===== config.mk =====
export PLATFORM = sky130hd
export DESIGN_NAME = irq_unit
export DESIGN_NICKNAME = d
export VERILOG_FILES = /design/src/rtl/irq_pkg.sv /design/src/rtl/irq_priority.sv /design/src/rtl/irq_reg_decode.sv /design/src/rtl/irq_source.sv /design/src/rtl/irq_unit.sv
export SDC_FILE = /design/constraint.sdc
export NUM_CORES = 1
export LEC_CHECK = 0
export BUFFER_PORTS_ARGS = -buffer_cell sky130_fd_sc_hd__clkbuf_2
export CELL_PAD_IN_SITES_DETAIL_PLACEMENT = 2
export CELL_PAD_IN_SITES_GLOBAL_PLACEMENT = 2
export CORE_UTILIZATION = 21
export DETAILED_ROUTE_END_ITERATION = 8
export HOLD_SLACK_MARGIN = 0.1
export PLACE_DENSITY = 0.86
export SKIP_LAST_GASP = 1
export SYNTH_ARGS = -nofsm -noshare
export SYNTH_HDL_FRONTEND = slang
export SYNTH_SLANG_ARGS = --single-unit

===== constraint.sdc =====
create_clock -name clock -period 1.55 [get_ports clock]
set_input_delay 0.155 -clock clock [delete_from_list [all_inputs] [get_ports clock]]
set_output_delay 0.155 -clock clock [all_outputs]
set_load 0.02 [all_outputs]

===== src/rtl/irq_pkg.sv =====
package irq_pkg;

   // Interrupt sources
   // VBLANK, LCDC, TIMER, SERIAL, JOYPAD
   localparam int NUM_IRQ = 5;

   // Memory-mapped bus widths
   localparam int ADDR_W = 16;
   localparam int DATA_W = 8;

   // Winning index width
   // Holds 0 to NUM_IRQ-1
   localparam int IRQ_IDX_W = 3;

   // Register map
   // IF sits in the I/O page, IE at the very top of memory
   localparam logic [ADDR_W-1:0] ADDR_IF = 16'hff0f;
   localparam logic [ADDR_W-1:0] ADDR_IE = 16'hffff;

   // Jump vectors
   // First vector at 0x40
   localparam logic [DATA_W-1:0] VEC_BASE = 8'h40;

   // Vectors eight bytes apart
   localparam int VEC_STEP_SHIFT = 3;

   // Master enable after reset
   // Set out of reset, so interrupts are live once enabled
   localparam logic IME_RESET_VAL = 1'b1;

   // Source bit positions in IF and IE
   // Lower index means higher priority
   localparam int IRQ_VBLANK = 0;

   // LCD status
   localparam int IRQ_LCDC = 1;

   // Timer overflow
   localparam int IRQ_TIMER = 2;

   // Serial transfer done
   localparam int IRQ_SERIAL = 3;

   // Joypad edge
   localparam int IRQ_JOYPAD = 4;

   // Largest vector is VEC_BASE + (NUM_IRQ-1) * 8, i.e. 0x60
   // Still fits in one byte with room to spare

   // Register read-back pads the top DATA_W - NUM_IRQ bits with zero

endpackage


===== src/rtl/irq_priority.sv =====
`timescale 1ns/1ps

module irq_priority
   import irq_pkg::*;
(
   input  logic               clock,
   input  logic               reset,

   // Masked requests from the slices
   input  logic [NUM_IRQ-1:0] pending,

   // CPU accepts the current winner
   input  logic               ack,

   // Master enable strobes
   // EI and DI style, never together
   input  logic               ime_set,
   input  logic               ime_reset,

   // Per-slice flag clear on acknowledge
   output logic [NUM_IRQ-1:0] clear,

   // Interrupt request to the core
   output logic               irq_req,

   // Jump address low byte
   output logic [DATA_W-1:0]  irq_vector
);

   // Encoder results
   logic                 any_pending;
   logic [IRQ_IDX_W-1:0] win_idx;
   logic [NUM_IRQ-1:0]   win_onehot;

   // Master enable flop
   logic                 ime;

   // Something enabled is waiting
   assign any_pending = |pending;

   // Lowest index wins
   // Scan from the top so the lowest set bit is written last
   always_comb begin
      // Idle default points at VBLANK
      win_idx = IRQ_IDX_W'(IRQ_VBLANK);
      for (int i = NUM_IRQ - 1; i >= 0; i--) begin
         if (pending[i]) begin
            win_idx = IRQ_IDX_W'(i);
         end
      end
   end

   // One-hot of the winner
   // Zero when idle
   always_comb begin
      win_onehot = '0;
      if (any_pending) begin
         win_onehot[win_idx] = 1'b1;
      end
   end

   // Clear only the winner, only on ack
   // Ack with nothing pending does nothing
   assign clear = ack ? win_onehot : '0;

   // Vector is base plus index times eight
   // Idle index of zero leaves it at the base
   assign irq_vector = VEC_BASE + (DATA_W'(win_idx) << VEC_STEP_SHIFT);

   // IME register
   always_ff @(posedge clock or posedge reset) begin
      if (reset) begin
         ime <= IME_RESET_VAL;
      end else if (ime_set) begin
         ime <= 1'b1;
      end else if (ime_reset) begin
         ime <= 1'b0;
      end
   end

   // Request is gated by IME only
   // Pending already carries the IE mask
   assign irq_req = ime && any_pending;

   // Set and reset strobes are exclusive
   assert property (@(posedge clock) disable iff (reset) !(ime_set && ime_reset))
      else $error("ime_set and ime_reset high together");

endmodule


===== src/rtl/irq_reg_decode.sv =====
`timescale 1ns/1ps

module irq_reg_decode
   import irq_pkg::*;
(
   // Bus side
   input  logic [ADDR_W-1:0]  bus_addr,
   input  logic               bus_wr,
   input  logic [DATA_W-1:0]  bus_wdata,

   // Register contents gathered from the slices
   input  logic [NUM_IRQ-1:0] if_bits,
   input  logic [NUM_IRQ-1:0] ie_bits,

   // Shared write strobes and data to the slices
   output logic               if_wr,
   output logic               ie_wr,
   output logic [NUM_IRQ-1:0] wr_bits,

   // Read-back, combinational from address
   output logic [DATA_W-1:0]  bus_rdata
);

   // Address hits
   logic sel_if;
   logic sel_ie;

   // Full 16-bit compare
   assign sel_if = (bus_addr == ADDR_IF);
   assign sel_ie = (bus_addr == ADDR_IE);

   // Write enables
   // Strobe and address valid in the same cycle
   assign if_wr = bus_wr && sel_if;
   assign ie_wr = bus_wr && sel_ie;

   // Only the low bits are backed by flops
   // Upper data bits are dropped on write
   assign wr_bits = bus_wdata[NUM_IRQ-1:0];

   // Read mux
   always_comb begin
      // Unmapped address reads zero
      bus_rdata = '0;
      if (sel_if) begin
         // IF with upper bits zero
         bus_rdata[NUM_IRQ-1:0] = if_bits;
      end else if (sel_ie) begin
         // IE with upper bits zero
         bus_rdata[NUM_IRQ-1:0] = ie_bits;
      end
   end

endmodule


===== src/rtl/irq_source.sv =====
`timescale 1ns/1ps

module irq_source (
   input  logic clock,
   input  logic reset,

   // Request pulse from the peripheral
   input  logic irq,

   // Register writes from the decoder
   input  logic if_wr,
   input  logic ie_wr,
   input  logic wr_bit,

   // Acknowledge clear from the priority encoder
   input  logic clear,

   // State for read-back
   output logic flag,
   output logic enable,

   // Flag and enable both set
   output logic pending
);

   // Flag bit
   always_ff @(posedge clock or posedge reset) begin
      if (reset) begin
         flag <= 1'b0;
      end else if (irq) begin
         // Request beats a write of zero and an ack
         flag <= 1'b1;
      end else if (if_wr) begin
         // Software may set or clear the flag
         flag <= wr_bit;
      end else if (clear) begin
         // Serviced
         flag <= 1'b0;
      end
   end

   // Enable bit, written only through IE
   always_ff @(posedge clock or posedge reset) begin
      if (reset) begin
         enable <= 1'b0;
      end else if (ie_wr) begin
         enable <= wr_bit;
      end
   end

   // Masked request toward the encoder
   assign pending = flag && enable;

   // Encoder only clears a source that it saw pending
   assert property (@(posedge clock) disable iff (reset) clear |-> pending)
      else $error("clear on a source that is not pending");

endmodule


===== src/rtl/irq_unit.sv =====
`timescale 1ns/1ps

module irq_unit
   import irq_pkg::*;
(
   input  logic               clock,
   input  logic               reset,

   // Register access port
   input  logic [ADDR_W-1:0]  bus_addr,
   input  logic               bus_wr,
   input  logic [DATA_W-1:0]  bus_wdata,
   output logic [DATA_W-1:0]  bus_rdata,

   // Peripheral request pulses
   input  logic [NUM_IRQ-1:0] irq,

   // Core side
   input  logic               ack,
   input  logic               ime_set,
   input  logic               ime_reset,
   output logic               irq_req,
   output logic [DATA_W-1:0]  irq_vector
);

   // Decoder to slices
   logic               if_wr;
   logic               ie_wr;
   logic [NUM_IRQ-1:0] wr_bits;

   // Slices back to decoder
   logic [NUM_IRQ-1:0] if_bits;
   logic [NUM_IRQ-1:0] ie_bits;

   // Slices to and from the encoder
   logic [NUM_IRQ-1:0] pending;
   logic [NUM_IRQ-1:0] clear;

   // Bus decode and read-back
   irq_reg_decode i_decode (
      .bus_addr  (bus_addr),
      .bus_wr    (bus_wr),
      .bus_wdata (bus_wdata),
      .if_bits   (if_bits),
      .ie_bits   (ie_bits),
      .if_wr     (if_wr),
      .ie_wr     (ie_wr),
      .wr_bits   (wr_bits),
      .bus_rdata (bus_rdata)
   );

   // One slice per source
   // Bit i of IF and IE lives in slice i
   for (genvar i = 0; i < NUM_IRQ; i++) begin : g_source
      irq_source i_source (
         .clock   (clock),
         .reset   (reset),
         .irq     (irq[i]),
         .if_wr   (if_wr),
         .ie_wr   (ie_wr),
         .wr_bit  (wr_bits[i]),
         .clear   (clear[i]),
         .flag    (if_bits[i]),
         .enable  (ie_bits[i]),
         .pending (pending[i])
      );
   end

   // Winner select, vector and IME
   irq_priority i_priority (
      .clock      (clock),
      .reset      (reset),
      .pending    (pending),
      .ack        (ack),
      .ime_set    (ime_set),
      .ime_reset  (ime_reset),
      .clear      (clear),
      .irq_req    (irq_req),
      .irq_vector (irq_vector)
   );

endmodule


==> results of run 1 <==
what timing repair did:
action,in CTS,in global routing
gates resized for setup,4,18
hold buffers,2,0
setup endpoints to repair,6,9
pin swaps,1,5
hold endpoints to repair,11,0
buffers inserted,1,4
area by class of cell:
class	count	area (sq um)
fillers	412	2210
multi-input cells	64	413
repair buffers	52	343
flip-flops and latches	11	278
well taps	46	57.6
clock buffers	4	26.3
inverters	3	11.3
cell usage after synthesis:
master | n | area share (%)
o21ai_0 | 7 | 4.8
or4_4 | 1 | 1.5
a22o_1 | 5 | 6.0
and3b_2 | 1 | 1.4
mux2_2 | 5 | 7.7
and2_4 | 1 | 1.2
a31oi_1 | 5 | 4.3
nand3_1 | 3 | 2.1
nand2_1 | 13 | 6.7
dfstp_2 | 1 | 3.6
o31ai_1 | 1 | 1.0
a21boi_0 | 2 | 2.1
dfrtp_1 | 10 | 34
nor2_1 | 2 | 1.0
buf_4 | 8 | 8.2
nor3_4 | 1 | 2.2
nor4_4 | 1 | 2.9
a21o_1 | 1 | 1.0
a21oi_1 | 1 | 0.68
conb_1 | 2 | 1.0
inv_1 | 3 | 1.5
nand4_1 | 4 | 3.4
nor3_1 | 2 | 1.4
cells by family after synthesis:
logic type | count (synthesis) | share of synthesized area (%)
other | 2 | 1.03
buffers and inverters | 11 | 9.76
flip-flops | 11 | 37.8
multiplexers | 5 | 7.70
AO/OA/AOI/OAI | 22 | 19.9
AND/OR/NAND/NOR | 29 | 23.8
report_power, final:
part	leakage (uW)	switching (uW)	internal [uW]
Combinational	0.000446	51.9	43.8
Clock	0.0000150	95.6	99.3
Sequential	0.000122	1.44	290
Total	0.000584	149	433
worst paths after layout:
check,from,to,depth (start not counted)
setup / recovery,bus_addr[5],bus_rdata[4],6
hold / removal,irq[4],g_source[4].i_source.flag,3
setup reg to reg,g_source[0].i_source.enable,g_source[2].i_source.flag,5
hold reg to reg,i_priority.ime,i_priority.ime,1
max in group asynchronous,reset,i_priority.ime,3
min in group asynchronous,reset,g_source[4].i_source.enable,3
sequential cells by signal, summed over array words and instances, names as in the netlist:
| name | count |
|---|---|
| g_source.i_source.enable | 5 |
| g_source.i_source.flag | 5 |
| i_priority.ime | 1 |
stage by stage:
step	std cells	hold WS [ns]	setup slack, ns	utilization, %
2_1_floorplan	86	0.00672	0.0362	-
3_3_place_gp	169	0.137	-0.181	29.6
3_5_place_dp	169	0.143	-0.193	29.6
4_1_cts	176	0.102	-0.133	31.7
5_1_grt	180	0.110	-0.166	33.8
6_report	180	0.105	-0.147	33.8
per-layer routing:
layer / track usage, % / vias to the layer above
li1: - / 387
met1: 17.6 / 388
met2: 27.2 / 16
met3: 0.640 / 0
met4: 4.87 / 0
met5: 0 / -
critical path, cell delays in order:
cell and delay, ns:
buf_6 0.09, or4_4 0.56, buf_6 0.14, and3b_2 0.23, a22o_1 0.23, buf_6 0.14
==> results, run 1 <==
- Setup repair after global routing could not meet its margin everywhere.
- The number of antenna violations at the first check in global routing was 0.
- The worst setup path is captured at an output pin.
- The number of nets with antenna violations after detailed routing is 0.
- The detailed router put a total of 1.15 mm of wire on met1.
- The first TritonRoute pass finished after 6 iterations.
- The clock transition at the register clock pins on the worst setup and hold paths after CTS is 0.08 ns.
- The clock period minus worst slack is 1.70 ns.
- The final number of max-transition violations came to 0.
- Summed over all failing endpoints, the final setup total negative slack is -0.634 ns.
- The leakage power is 0.000584 uW.
- The final RePlAce weighted congestion is 0.741.
- The final routed wire length divided by cell count is 14.3 um.
- The gate count of the mapped netlist is 80.
- The number of global-route vias before repair is 849.
- The die area is 3720 sq um.
- The remaining design rule violation count is 2.
- The die is 61.0 um tall.
- In this run the number of H-tree levels came out at 1.
- The worst path required time is 1.39 ns.
- The finished layout cell area is 1130 sq um.
- Entering global routing, the biggest net connects 12 pins.
- Between clock sinks in the finished design, the worst skew comes to 0.00786 ns.
- Static timing analysis puts the maximum clock frequency at 0.589 GHz.
- The uppermost metal layer occupied by signal nets is met3.
- For this run, the register share of the synthesized area comes to 37.8%.
- The maximum fanout count along the critical path is 5.
- Clock latency on the worst-skew pair, taken at its later pin, is 0.26 ns.
- The highest ir drop seen on vdd is 0.231 mV.
- In the layout the commonest cells are clkbuf_2, nand2_1, dfrtp_1.
- Max-cap violations in this run came to 0.
- The final reports fail on DRC, setup timing.
- The setup check on the worst reg-to-reg path leaves a slack of 0.39 ns.
- The net count of the finished layout is 170.
- After synthesis, the mean cell area works out to 9.13 sq um.
- Setup violations remaining at the end of the flow were counted as 5.
- The layout cell share with drive strength beyond 1 is 50.7%.
- The warning count from the yosys run is 0.
- Clock tree synthesis inserted a total of 3 buffers.
- The total cell area at the placement stage is 988 sq um.
- The number of hold violations in the final report came to 0.
- The met3 wire length is 54 um.
- The post-synthesis cell type count is 23.
- The smallest setup slack after layout is -0.147 ns.
- The class of the tightest hold or removal check is in2reg.
- Once the floorplan was initialized, standard cells occupied 21.9% of the core.
- Using the TritonRoute via totals, the vias-per-cell ratio works out to 4.39.
- The cell row count is 21.
- The number of DRC violations after detailed-routing iteration 0 is 17.
- The total overflow left after global routing is 0.
- Pin placement for this block handled 52 I/O pins.
- The global-route wire length before repair is 3.81 mm.
- STA classifies the critical path startpoint as an input pin.
- The completed layout was analyzed and its total power is 582 uW.
- The final worst-path cycle share is 109%.
- The critical path start-end classification is in2out.
- The library cell used most frequently in the layout, excluding fill and tap cells, is clkbuf_2.
- The total standard cell area after synthesis is 731 sq um.
- Wire segments on met2 add up to 1.36 mm in the final route.
- In this run the tool buffered the top-level ports with 40 buffer cells.
- The flow ran to the end, but the final reports show violations.
- The tree built by TritonCTS fans out to 11 sinks.
- The final route contains 791 vias.
- For this block, the routed nets add up to 2.57 mm of wire.
- The floorplan step set the die width to 61.0 um.
- The arrival time at the worst endpoint is 1.54 ns.
- The total global routing track utilization is 14.5%.
- From synthesis to final layout, the design area changed by 54.5%.
- The total area inside the core boundary comes to 3340 sq um.
- The detailed placer's ending HPWL is 2.12 mm.
- The synthesized flop and latch total is 11.
- The clock passes through at most 2 buffers.
- TritonCTS built the clock tree.
- The library cell used as clock root buffer is clkbuf_4.
- The antenna diode instance count is 0.
- Power spread over the standard cell area amounts to 516 nW/um^2.
(Power assumes the default switching activity.)
==> run 2: changes to the inputs <==
- PLACE_DENSITY: 0.86 -> 0.91
- SLEW_MARGIN: default -> 15
==> run 2 against run 1 <==
  * The run ends with setup timing left
  * Worst setup slack improved by 0.078 ns
  * Sequential power about the same
  * Register-to-register slack improved by 0.02 ns
  * Routed wire length increased by 5.4%
  * Critical path type unchanged
  * Largest power group unchanged
==> results, run 2 (same netlist as run 1, synthesis figures left out) <==
- The leakage power is 0.000587 uW (+0.55%).
- The max capacitance violation total is 0 (unchanged).
- The worst setup slack after placement is -0.213 ns (-0.0208 ns).
- The initial cell density of the core was 21.9% (unchanged).
- The cell row count is 21 (unchanged).
- The total cell area at the placement stage is 996 sq um (+0.76%).
- The die width is 61.0 um (unchanged).
- The detailed placer's ending HPWL was 2.15 mm (+1.4%).
- Leaving out fill and tap cells, the most frequent cells in the layout are clkbuf_2, nand2_1, dfrtp_1, buf_4, conb_1.
- The I/O pin total was 52 (unchanged).
- The switching power is 146 uW (-1.7%).
- The part of the total power dissipated in the clock network is 33.0% (-0.5 points).
- Setup repair after global routing could not meet its margin everywhere.
- The cell-internal power is 435 uW (+0.52%).
- The sequential cell area came to 278 sq um (unchanged).
- The layout cell share with drive strength beyond 1 came to 48.1% (-2.6 points).
- The final number of max-transition violations is 0 (unchanged).
- The via density per instance is 4.41 (+0.33%).
- The final reports fail on setup timing.
- The number of fill cells is 407 (-1.2%).
- The die outline height is 61.0 um (unchanged).
- The worst setup path is of the in2out kind.
- The total number of H-tree levels is 1 (unchanged).
- The net count of the finished layout was 171 (+0.59%).
- The setup TNS is -0.261 ns (+0.374 ns).
- The die area is 3720 sq um (unchanged).
- The maximum number of pins on one net before global-route repair came to 12 (unchanged).
- The global-route wire length before repair is 4.25 mm (+12%).
- The clock latency on the worst-skew pair is 0.26 ns (about the same).
- The class of the tightest hold or removal check is in2reg.
- The maximum fanout count along the critical path is 5 (unchanged).
- The kind of launch point of the worst setup path is an input pin.
- The total of endpoints with negative setup slack in the final report is 5 (unchanged).
- The total clock buffers created by CTS is 3 (unchanged).
- The maximum frequency from static timing analysis is 0.618 GHz (+4.8%).
- The count of port buffers added during placement is 40 (unchanged).
- The number of global-route vias before repair was 878 (+3.4%).
- The area overhead of the layout relative to synthesis is 55.5%.
- Walking the worst path, the cells encountered are buf_6, or4_4, nor4_4, a22o_1, clkbuf_8.
- The total detailed-routing wirelength was 2.71 mm (+5.4%).
- The smallest setup slack after layout came to -0.0682 ns (+0.0784 ns).
- The total global routing overflow was 0 (unchanged).
- The finished layout cell area is 1140 sq um (+0.67%).
- The detailed-route via count is 798 (+0.88%).
- The total global routing track utilization is 16.1% (+1.6 points).
- The clock period minus worst slack came to 1.62 ns (-0.0784 ns).
- The fraction of power spent switching nets is 25.2% (-0.43 points).
- The post-route total power is 582 uW (about the same).
- The highest ir drop seen on vdd is 0.286 mV (+24%).
- The flow ran to the end, but the final reports show violations.
- The number of antenna violations at the first check in global routing is 0 (unchanged).
- The number of hold violations in the final report came to 0 (unchanged).
- The number of detailed-routing iterations run before antenna repair was 2 (-4).
- The final setup skew is 0.00140 ns (-0.00646 ns).
- The post-route worst hold slack is 0.109 ns (+0.00411 ns).
- The final RePlAce weighted congestion was 0.684 (-7.7%).
- The antenna diode instance count is 0 (unchanged).
- The total power divided by cell area came to 512 nW/um^2 (-0.72%).
- The combinational group share of total power is 16.9% (+0.5 points).
- The final routed wire length divided by cell count was 15.0 um (+4.8%).
- The arrival time at the worst endpoint came to 1.46 ns (-0.08 ns).
- The TritonCTS sink count came to 11 (unchanged).
- The CTS tree is yes.
- The remaining design rule violation count is 0 (-2).
- The number of nets with antenna violations after detailed routing came to 0 (unchanged).
- The largest registers in the layout are g_source.i_source.enable x5, g_source.i_source.flag x5, i_priority.ime x1.
- The core footprint is 3340 sq um (unchanged).
- The worst-case clock buffer depth was 2 (unchanged).
- The final worst-path cycle share is 104% (-5.1 points).
- The slowest stage of the critical path is the or4_4 cell.
- The number of DRC violations after detailed-routing iteration 0 was 8 (-9).
- The clock transition at the register clock pins on the worst setup and hold paths after CTS is 0.07 ns (about the same).
- The largest stage delay on the critical path is 0.56 ns (about the same).
- STA classifies the critical path endpoint as an output pin.
- The most common cell after layout, fill and taps aside is clkbuf_2.
- The worst path required time is 1.39 ns (about the same).
- The area of the multi-input gates is 408 sq um (-1.2%).
- The sequential fraction of design power is 50.1% (about the same).
- Clock tree synthesis selected as its root buffer the cell clkbuf_4.
## run 2: cell types whose count changed in the layout (fill, tap and decap cells not counted)
cell           change
nand2_2            -2
clkbuf_2           -1
clkbuf_8           +3
buf_4              +1
a21boi_0           -1
dlygate4sd3_1      +2
buf_2              +1
buf_6              -5
nand2_1            +2
a21boi_1           +1
## run 2: per-layer routing
layer  up-vias  wire length [um]  global-route usage [%]  part of all wire, %
li1        387                 -                       -                    -
met1       395              1090                    18.5                   40
met2        16              1520                    30.9                   56
met3         0                98                    1.71                  3.6
met4         0                 0                    4.87                    0
met5         -                 0                       0                    0
## run 2: critical path, delay by kind of cell
kind / cells / cell delay [ns]
simple gates: 2 / 0.84
compound gates: 1 / 0.23
buf+inv: 2 / 0.24
## run 2: per-stage QoR
| step | util (%) | instances |
|---|---|---|
| floorplan | - | 86 |
| global placement | 29.8 | 170 |
| global route | 34.0 | 181 |
| CTS | 33.0 | 178 |
| detailed placement | 29.8 | 170 |
| finish | 34.0 | 181 |
## run 2: power by group through the flow
stage / clock, uW / sequential [uW] / combinational, uW
after global placement: 0 / 296 / 83.3
after floorplan: 0 / 296 / 50.6
after global routing: 210 / 291 / 108
after CTS: 202 / 291 / 97.4
after detailed placement: 0 / 297 / 88.6
final: 192 / 291 / 98.4
## run 2: worst paths after layout
path	from	to	slack, ns	cells after the start
min in group asynchronous	reset	g_source[2].i_source.flag	0.42	3
worst min register to register	i_priority.ime	i_priority.ime	0.53	1
worst max register to register	g_source[2].i_source.enable	g_source[4].i_source.flag	0.41	4
worst min-delay path	ime_set	i_priority.ime	0.11	2
max in group asynchronous	reset	i_priority.ime	0.80	3
worst max-delay path	bus_addr[5]	bus_rdata[1]	-0.07	5
## run 2: area by class of cell
type	instances	area share [%]
timing repair buffer	53	31.3
inverter	3	0.991
clock buffer	4	2.31
sequential	11	24.4
tap	46	5.07
multi-input combinational	64	35.9
## run 2: timing repair
item	CTS	global route
hold buffers	4	0
setup endpoints to repair	6	7
pin swaps	5	2
setup buffers	0	3
endpoints found under the hold margin	13	0
cloned	0	0
resized for setup	9	8
